===== config.mk =====
export PLATFORM = sky130hd
export DESIGN_NAME = muldiv_unit
export DESIGN_NICKNAME = d
export VERILOG_FILES = /design/src/source/muldiv_pkg.sv /design/src/source/md_req_if.sv /design/src/source/md_issue_ctrl.sv /design/src/source/radix2_divider.sv /design/src/source/shift_add_multiplier.sv /design/src/source/muldiv_unit.sv
export VERILOG_INCLUDE_DIRS = /design/src /design/src/source
export SDC_FILE = /design/constraint.sdc
export NUM_CORES = 2
export LEC_CHECK = 0
export BUFFER_PORTS_ARGS = -buffer_cell sky130_fd_sc_hd__buf_2
export CAP_MARGIN = 30
export CORE_MARGIN = 1.5
export CORE_UTILIZATION = 45
export CTS_CLUSTER_DIAMETER = 50
export DETAILED_ROUTE_END_ITERATION = 8
export SLEW_MARGIN = 20
export SYNTH_ARGS = -nofsm -noshare
export SYNTH_HDL_FRONTEND = slang
export SYNTH_SLANG_ARGS = --single-unit

===== constraint.sdc =====
create_clock -name clk -period 11.3 [get_ports clk]
set_input_delay 0.565 -clock clk [delete_from_list [all_inputs] [get_ports clk]]
set_output_delay 0.565 -clock clk [all_outputs]
set_load 0.005 [all_outputs]

===== src/source/muldiv_cfg.svh =====
/*
 * M extension execution block configuration.
 * Data width, word width and iteration count.
 */
`ifndef MULDIV_CFG_SVH
`define MULDIV_CFG_SVH

////////////////////////////////////////////////////////////
// Widths
////////////////////////////////////////////////////////////
`define MD_XLEN 64        // Operand and result width.
`define MD_WLEN 32        // Word operations.

////////////////////////////////////////////////////////////
// Iteration
////////////////////////////////////////////////////////////
`define MD_ITER `MD_XLEN  // One bit per cycle.
`endif


===== src/source/muldiv_pkg.sv =====
/*
 * M extension shared types.
 * Operation codes, per-request control flags and the data word.
 */
`include "muldiv_cfg.svh"

package muldiv_pkg;

    typedef logic [`MD_XLEN-1:0] md_word_t;

    typedef enum logic [3:0] {
        OP_MUL,
        OP_MULH,
        OP_MULHSU,
        OP_MULHU,
        OP_MULW,
        OP_DIV,
        OP_DIVU,
        OP_REM,
        OP_REMU,
        OP_DIVW,
        OP_DIVUW,
        OP_REMW,
        OP_REMUW
    } md_op_e;

    // Field order matters for the decode table.
    typedef struct packed {
        logic a_signed;
        logic b_signed;
        logic want_hi;   // High half of product.
        logic want_rem;  // Remainder, not quotient.
        logic word;      // Sign-extend from bit 31.
    } md_ctrl_t;

endpackage


===== src/source/md_req_if.sv =====
/*
 * Conditioned request from the issue controller to one
 * arithmetic unit. Start is a single-cycle strobe.
 */
interface md_req_if;
    import muldiv_pkg::*;

    logic     start;
    md_word_t a;
    md_word_t b;
    md_ctrl_t ctrl;

    modport issue (
        output start,
        output a,
        output b,
        output ctrl
    );

    modport unit (
        input start,
        input a,
        input b,
        input ctrl
    );

endinterface


===== src/source/md_issue_ctrl.sv =====
/*
 * M extension issue controller.
 * Decodes the op, conditions operands, starts one unit,
 * tracks busy, drops starts while busy, registers the result.
 */
`include "muldiv_cfg.svh"

module md_issue_ctrl (
    input  logic                 clk,
    input  logic                 rst,
    input  logic                 start,
    input  muldiv_pkg::md_op_e   op,
    input  muldiv_pkg::md_word_t src1,
    input  muldiv_pkg::md_word_t src2,
    input  logic                 mul_done,
    input  logic                 div_done,
    input  muldiv_pkg::md_word_t mul_result,
    input  muldiv_pkg::md_word_t div_result,
    output logic                 done,
    output muldiv_pkg::md_word_t result,
    output logic                 busy,
    output logic                 dropped,
    md_req_if.issue              mul_req,
    md_req_if.issue              div_req
);
    import muldiv_pkg::*;

    localparam int XL = `MD_XLEN;
    localparam int WL = `MD_WLEN;

    md_ctrl_t ctrl_d;
    md_ctrl_t ctrl_q;
    md_word_t a_d;
    md_word_t b_d;
    md_word_t a_q;
    md_word_t b_q;
    md_word_t res_sel;
    md_word_t res_ext;
    logic     is_div;
    logic     accept;
    logic     unit_done;

    ////////////////////////////////////////////////////////////
    // Decode
    ////////////////////////////////////////////////////////////
    // {a_signed, b_signed, want_hi, want_rem, word}
    always_comb begin
        ctrl_d = '0;
        case (op)
            OP_MULH:   ctrl_d = '{1'b1, 1'b1, 1'b1, 1'b0, 1'b0};
            OP_MULHSU: ctrl_d = '{1'b1, 1'b0, 1'b1, 1'b0, 1'b0};
            OP_MULHU:  ctrl_d = '{1'b0, 1'b0, 1'b1, 1'b0, 1'b0};
            OP_MULW:   ctrl_d = '{1'b1, 1'b1, 1'b0, 1'b0, 1'b1};
            OP_DIV:    ctrl_d = '{1'b1, 1'b1, 1'b0, 1'b0, 1'b0};
            OP_REM:    ctrl_d = '{1'b1, 1'b1, 1'b0, 1'b1, 1'b0};
            OP_REMU:   ctrl_d = '{1'b0, 1'b0, 1'b0, 1'b1, 1'b0};
            OP_DIVW:   ctrl_d = '{1'b1, 1'b1, 1'b0, 1'b0, 1'b1};
            OP_DIVUW:  ctrl_d = '{1'b0, 1'b0, 1'b0, 1'b0, 1'b1};
            OP_REMW:   ctrl_d = '{1'b1, 1'b1, 1'b0, 1'b1, 1'b1};
            OP_REMUW:  ctrl_d = '{1'b0, 1'b0, 1'b0, 1'b1, 1'b1};
            default:   ctrl_d = '0;  // MUL and DIVU.
        endcase
    end

    assign is_div = op inside {OP_DIV, OP_DIVU, OP_REM, OP_REMU,
                               OP_DIVW, OP_DIVUW, OP_REMW, OP_REMUW};

    // Word ops run at full width on extended operands.
    assign a_d = ctrl_d.word ? {{(XL-WL){ctrl_d.a_signed & src1[WL-1]}}, src1[WL-1:0]} : src1;
    assign b_d = ctrl_d.word ? {{(XL-WL){ctrl_d.b_signed & src2[WL-1]}}, src2[WL-1:0]} : src2;

    assign accept    = start & ~busy;
    assign unit_done = mul_done | div_done;
    assign res_sel   = mul_done ? mul_result : div_result;
    assign res_ext   = ctrl_q.word ? {{(XL-WL){res_sel[WL-1]}}, res_sel[WL-1:0]} : res_sel;

    ////////////////////////////////////////////////////////////
    // Control and result
    ////////////////////////////////////////////////////////////
    always_ff @(posedge clk) begin
        if (rst) begin
            busy          <= 1'b0;
            done          <= 1'b0;
            dropped       <= 1'b0;
            result        <= '0;
            mul_req.start <= 1'b0;
            div_req.start <= 1'b0;
        end else begin
            done          <= unit_done;
            dropped       <= start & busy;
            mul_req.start <= accept & ~is_div;
            div_req.start <= accept & is_div;
            if (accept) begin
                busy <= 1'b1;
            end else if (unit_done) begin
                busy <= 1'b0;
            end
            if (unit_done) begin
                result <= res_ext;
            end
        end
    end

    always_ff @(posedge clk) begin
        if (accept) begin
            a_q    <= a_d;
            b_q    <= b_d;
            ctrl_q <= ctrl_d;
        end
    end

    assign mul_req.a    = a_q;
    assign mul_req.b    = b_q;
    assign mul_req.ctrl = ctrl_q;
    assign div_req.a    = a_q;
    assign div_req.b    = b_q;
    assign div_req.ctrl = ctrl_q;

    // Only one unit may be working on a request.
    a_one_unit: assert property (@(posedge clk) disable iff (rst)
        !(mul_done && div_done))
        else $error("both units returned done together");

    a_done_busy: assert property (@(posedge clk) disable iff (rst)
        unit_done |-> busy)
        else $error("unit done while controller idle");

endmodule


===== src/source/radix2_divider.sv =====
/*
 * Radix-2 restoring divider, one quotient bit per cycle.
 * Signed and unsigned, with the RISC-V results for a zero
 * divisor and for signed overflow.
 */
`include "muldiv_cfg.svh"

module radix2_divider (
    input  logic                 clk,
    input  logic                 rst,
    md_req_if.unit               req,
    output logic                 done,
    output muldiv_pkg::md_word_t result
);
    import muldiv_pkg::*;

    localparam int XL = `MD_XLEN;
    localparam int CW = $clog2(`MD_ITER);

    typedef enum logic [1:0] {S_IDLE, S_RUN, S_FIN} state_e;

    state_e         state;
    logic [CW-1:0]  cnt;
    logic [2*XL:0]  rem_q;     // {partial remainder, quotient}.
    logic [2*XL:0]  rem_nxt;
    logic [2*XL:0]  shifted;
    logic [XL:0]    diff;
    md_word_t       dvsr;
    md_word_t       dvdnd;
    md_word_t       a_mag;
    md_word_t       b_mag;
    md_word_t       quo;
    md_word_t       rmd;
    logic           a_neg;
    logic           b_neg;
    logic           q_neg;
    logic           r_neg;
    logic           div_zero;
    logic           ovf;
    logic           want_rem;

    assign a_neg = req.ctrl.a_signed & req.a[XL-1];
    assign b_neg = req.ctrl.b_signed & req.b[XL-1];
    assign a_mag = a_neg ? -req.a : req.a;
    assign b_mag = b_neg ? -req.b : req.b;

    ////////////////////////////////////////////////////////////
    // Restoring step
    ////////////////////////////////////////////////////////////
    assign shifted = {rem_q[2*XL-1:0], 1'b0};
    assign diff    = shifted[2*XL:XL] - {1'b0, dvsr};
    assign rem_nxt = (shifted[2*XL:XL] >= {1'b0, dvsr}) ?
                     {diff, shifted[XL-1:1], 1'b1} : shifted;

    // Remainder follows the dividend sign.
    assign quo = q_neg ? -rem_q[XL-1:0] : rem_q[XL-1:0];
    assign rmd = r_neg ? -rem_q[2*XL-1:XL] : rem_q[2*XL-1:XL];

    always_ff @(posedge clk) begin
        if (rst) begin
            state <= S_IDLE;
            cnt   <= '0;
            done  <= 1'b0;
        end else begin
            done <= 1'b0;
            case (state)
                S_IDLE: if (req.start) begin
                    state <= S_RUN;
                    cnt   <= '0;
                end
                S_RUN: begin
                    cnt <= cnt + 1'b1;
                    if (cnt == CW'(`MD_ITER - 1)) begin
                        state <= S_FIN;
                    end
                end
                default: begin
                    state <= S_IDLE;
                    done  <= 1'b1;
                end
            endcase
        end
    end

    always_ff @(posedge clk) begin
        if (state == S_IDLE && req.start) begin
            rem_q    <= {{(XL+1){1'b0}}, a_mag};
            dvsr     <= b_mag;
            dvdnd    <= req.a;
            q_neg    <= a_neg ^ b_neg;
            r_neg    <= a_neg;
            want_rem <= req.ctrl.want_rem;
            div_zero <= (req.b == '0);
            ovf      <= req.ctrl.a_signed && req.a == {1'b1, {(XL-1){1'b0}}} && req.b == '1;
        end else if (state == S_RUN) begin
            rem_q <= rem_nxt;
        end else if (state == S_FIN) begin
            if (div_zero) begin
                result <= want_rem ? dvdnd : '1;
            end else if (ovf) begin
                result <= want_rem ? '0 : dvdnd;  // Quotient wraps.
            end else begin
                result <= want_rem ? rmd : quo;
            end
        end
    end

    // Load, MD_ITER steps, then the final step.
    a_done_latency: assert property (@(posedge clk) disable iff (rst)
        done |-> $past(req.start, `MD_ITER + 2))
        else $error("divider done at the wrong cycle after start");

    a_start_idle: assert property (@(posedge clk) disable iff (rst)
        req.start |-> state == S_IDLE)
        else $error("divider started while running");

endmodule


===== src/source/shift_add_multiplier.sv =====
/*
 * Iterative shift-add multiplier, one bit per cycle.
 * Works on magnitudes and returns the high or low half.
 */
`include "muldiv_cfg.svh"

module shift_add_multiplier (
    input  logic                 clk,
    input  logic                 rst,
    md_req_if.unit               req,
    output logic                 done,
    output muldiv_pkg::md_word_t result
);
    import muldiv_pkg::*;

    localparam int XL = `MD_XLEN;
    localparam int CW = $clog2(`MD_ITER);

    logic            running;
    logic [CW-1:0]   cnt;
    logic [2*XL-1:0] prod;       // {accumulator, multiplier}.
    logic [2*XL-1:0] prod_nxt;
    logic [2*XL-1:0] prod_fin;
    logic [XL:0]     sum;
    md_word_t        mcand;
    md_word_t        a_mag;
    md_word_t        b_mag;
    logic            a_neg;
    logic            b_neg;
    logic            neg;
    logic            want_hi;
    logic            last;

    assign a_neg = req.ctrl.a_signed & req.a[XL-1];
    assign b_neg = req.ctrl.b_signed & req.b[XL-1];
    assign a_mag = a_neg ? -req.a : req.a;
    assign b_mag = b_neg ? -req.b : req.b;

    assign sum      = {1'b0, prod[2*XL-1:XL]} + (prod[0] ? {1'b0, mcand} : '0);
    assign prod_nxt = {sum, prod[XL-1:1]};
    assign prod_fin = neg ? -prod_nxt : prod_nxt;
    assign last     = running && cnt == CW'(`MD_ITER - 1);

    always_ff @(posedge clk) begin
        if (rst) begin
            running <= 1'b0;
            cnt     <= '0;
            done    <= 1'b0;
        end else begin
            done <= last;
            if (req.start) begin
                running <= 1'b1;
                cnt     <= '0;
            end else if (running) begin
                cnt <= cnt + 1'b1;
                if (last) begin
                    running <= 1'b0;
                end
            end
        end
    end

    always_ff @(posedge clk) begin
        if (req.start) begin
            mcand   <= a_mag;
            prod    <= {{XL{1'b0}}, b_mag};
            neg     <= a_neg ^ b_neg;
            want_hi <= req.ctrl.want_hi;
        end else if (running) begin
            prod <= prod_nxt;
            if (last) begin
                result <= want_hi ? prod_fin[2*XL-1:XL] : prod_fin[XL-1:0];
            end
        end
    end

    // Load, then MD_ITER shift-add steps.
    a_done_latency: assert property (@(posedge clk) disable iff (rst)
        done |-> $past(req.start, `MD_ITER + 1))
        else $error("multiplier done at the wrong cycle after start");

    a_start_idle: assert property (@(posedge clk) disable iff (rst)
        req.start |-> !running)
        else $error("multiplier started while running");

endmodule


===== src/source/muldiv_unit.sv =====
/*
 * RV64 M extension execution block.
 * Issue controller with a shift-add multiplier and a
 * restoring divider behind it.
 */
module muldiv_unit (
    input  logic                 clk,
    input  logic                 rst,
    input  logic                 start,
    input  muldiv_pkg::md_op_e   op,
    input  muldiv_pkg::md_word_t src1,
    input  muldiv_pkg::md_word_t src2,
    output logic                 done,
    output muldiv_pkg::md_word_t result,
    output logic                 busy,
    output logic                 dropped
);
    import muldiv_pkg::*;

    logic     mul_done;
    logic     div_done;
    md_word_t mul_result;
    md_word_t div_result;

    md_req_if mul_req ();
    md_req_if div_req ();

    md_issue_ctrl i_issue (
        .clk        (clk),
        .rst        (rst),
        .start      (start),
        .op         (op),
        .src1       (src1),
        .src2       (src2),
        .mul_done   (mul_done),
        .div_done   (div_done),
        .mul_result (mul_result),
        .div_result (div_result),
        .done       (done),
        .result     (result),
        .busy       (busy),
        .dropped    (dropped),
        .mul_req    (mul_req.issue),
        .div_req    (div_req.issue)
    );

    shift_add_multiplier i_mul (
        .clk    (clk),
        .rst    (rst),
        .req    (mul_req.unit),
        .done   (mul_done),
        .result (mul_result)
    );

    radix2_divider i_div (
        .clk    (clk),
        .rst    (rst),
        .req    (div_req.unit),
        .done   (div_done),
        .result (div_result)
    );

endmodule


==> flow_metrics.tcl <==
set metrics [dict create \
    grt-ovfl-total 0 \
    fin_ws_ns 5.175 \
    dr.pass1.iters 6 \
    htreeDepth 3 \
    holdBufCountCts 19 \
    holdWs_ns 0.04100 \
    finClkSkew_ns 0.03662 \
    cp-end-kind "register" \
    cp_slowest_cell "o41ai_1" \
    grt_first_pass_wirelength_microns 266900 \
    die_area_sq_um 110900 \
    grt_max_degree 87 \
    synth.distinct_cells 83 \
    multi_input_comb_area_sq_um 25500 \
    num_vias 41900 \
    timing.final.crit_period_ns 6.125 \
    fmax_mhz 163.3 \
    instances_no_fill 6834 \
    crit_arrival_ns 6.55 \
    clock_path_buffers 3 \
    ir_worst_vdd_v 0.0001305 \
    clk_latency_ns 0.72 \
    synthesis.nets 5518 \
    critPathRequiredTime_ns 11.72 \
    die_y_microns 333.0 \
    synthDominantCellAreaShare_pct 36.02 \
    finalHoldViolCount 0 \
    fin_setup_tns_ns 0 \
    synth.area.top_cells "edfxtp_1, dfxtp_1, nand2_1" \
    drtAntennaViolNets 0 \
    synth_enable_flop_cells 588 \
    cts.sink_count 802 \
    core_area_sq_um 107500 \
    slew-limit-headroom_pct 29.76 \
    power.density_nw_per_um2 176.7 \
    worstMarginPinSlew_ns 1.050 \
    max_stage_delay_ns 0.77 \
    synth-seq-cells 802 \
    layout_common_cells "nand2_1, edfxtp_1, nor2_1, a21oi_1, o21ai_0" \
    first_iter_violations 5020 \
    cts_resized 0 \
    cts_tree "yes" \
    area_growth_pct 12.46 \
    post-route-period-util_pct 54.20 \
    status "finished clean" \
    numPortBuffers 201 \
    yosys_warnings 0 \
    wl_per_cell_microns 27.01 \
    drc 0 \
    synth_top_area_cell "edfxtp_1" \
    grt_pass1_vias 38550 \
    drive_above_1_share_pct 10.73 \
    cap_viol_max_count 0 \
    setup_viol 0 \
    root_buffer "clkbuf_16" \
    grt_antenna_before_repair 20 \
    initial_core_util_pct 45.60 \
    crit_chain "buf_4 -> and2_1 -> ha_1 -> inv_1 -> fa_1 -> nor2b_1 -> o21a_1 -> o211ai_1 -> and3_1 -> o21ai_0 -> xnor2_1 -> nand4_1 -> o41ai_1 -> nand4b_1 -> o41ai_1 -> xor2_1 -> a21oi_1" \
    dp_slack_ns 5.105 \
    synth_area_per_cell_sq_um 9.353 \
    post_cts_buffers 0 \
    die_x_microns 333.0 \
    dp.cells 6604 \
    ios 202 \
    rsz0062_at_grt "false" \
    nets 5609 \
    synth-async-reset-ratio_pct 0 \
    worst-setup-path-type "reg -> reg" \
    via_per_inst 6.131 \
    rows 120 \
    seq_area_sq_um 21950 \
    cts_buffers 106 \
    cts.clk_slew.worst_paths_ns 0.07 \
    worst_setup_path_start_kind "register" \
    worst_hold_path_type "in -> reg" \
    synth_ff_type "edfxtp_1" \
    postSynthCellCount 5241 \
    cp_max_fo 64 \
    fill_cells 10050 \
    ys_seq_area_share_pct 44.76 \
    layout_commonest_cell "nand2_1" \
    gp_congestion 1.013 \
    p_leak_nw 20.92 \
    cpMostUsedCell "o41ai_1" \
    syn-cell-area_sq_um 49020 \
    slew_viol_final 0 \
    dpl.hpwl_microns 145000 \
    grt_usage_pct 32.51 \
    wirelength_microns 184600 \
]
area by class of cell:
cell class              count  share of cell area [%]
multi-input cells        4006                   46.26
flip-flops and latches    802                   39.82
clock buffers             127                   5.177
repair buffers            290                   3.280
well taps                1403                   3.184
clock inverters            74                   1.366
inverters                 126                  0.8761
diodes                      6                 0.02724
Yosys cell counts, drive strengths merged (90+ instances only):
master and count:
edfxtp 588, xor2 254, nand2 600, nor3 142, dfxtp 214, mux2i 152, xnor2 210, a21o 134
a21oi 382, o31ai 90, inv 125, clkbuf 276, o21ai 297, nor2 523, ha 140
worst max-delay path: cells and delay by family (launching register included):
kind | cells | cell delay, ns
compound gates | 6 | 2.39
simple gates | 5 | 1.51
fa+ha+maj | 2 | 0.57
buf+inv | 2 | 0.51
xor+xnor | 2 | 0.48
flops | 1 | 0.34
report_power, final:
part | internal [W] | switching (W)
clock | 0.00200 | 0.00144
sequential | 0.00343 | 0.000261
combinational | 0.000879 | 0.00173
routing by layer:
layer  global-route usage (%)  up-vias  wire length, microns
met5                        0        -                    84
met4                    13.96       12                  8147
met3                    6.041      295                 16110
met2                    48.50     1767                 79420
met1                    46.01    20360                 80800
li1                         -    19460                     -
logic make-up (layout without fill, tap and decap cells):
group	count (synthesis)	count (layout)	share of synthesized area [%]
adders and majority gates	142	142	3.655
and+or+nand+nor	1843	1843	17.61
other	0	6	0
DFF	802	802	44.76
buffers and inverters	433	617	3.323
muxes	219	219	4.643
AOI/OAI and AO/OA	1338	1338	17.71
xor gates and xnor gates	464	464	8.291
final timing paths:
check	startpoint	endpoint	slack (ns)	depth (start not counted)
worst max register to register	i_mul.prod[0]	i_mul.result[60]	5.18	17
worst max-delay path	i_mul.prod[0]	i_mul.result[60]	5.18	17
worst min-delay path	src1[1]	i_issue.div_req.a[1]	0.04	1
worst min register to register	i_issue.div_req.ctrl[1]	i_div.want_rem	0.43	0
state kept, by name (all words and copies together), names as in the netlist, 2 cells and up:
| register | cells |
|---|---|
| i_div.cnt | 6 |
| i_mul.result | 64 |
| i_div.result | 64 |
| i_div.dvsr | 64 |
| i_mul.cnt | 6 |
| i_issue.result | 64 |
| i_div.dvdnd | 64 |
| i_div.rem_q | 128 |
| i_mul.mcand | 64 |
| i_issue.div_req.b | 64 |
| i_issue.div_req.a | 64 |
| i_mul.prod | 128 |
| i_issue.div_req.ctrl | 5 |
| i_div.state | 2 |
stage by stage:
step | total power (W) | util (%) | cell area (sq um)
detailed placement | 0.006289 | 47.66 | 51230
floorplan | 0.005334 | - | 49020
global route | 0.01011 | 51.26 | 55110
CTS | 0.009734 | 51.19 | 55030
global placement | 0.006282 | 47.56 | 51130
finish | 0.009739 | 51.28 | 55130
(Power assumes the default switching activity.)
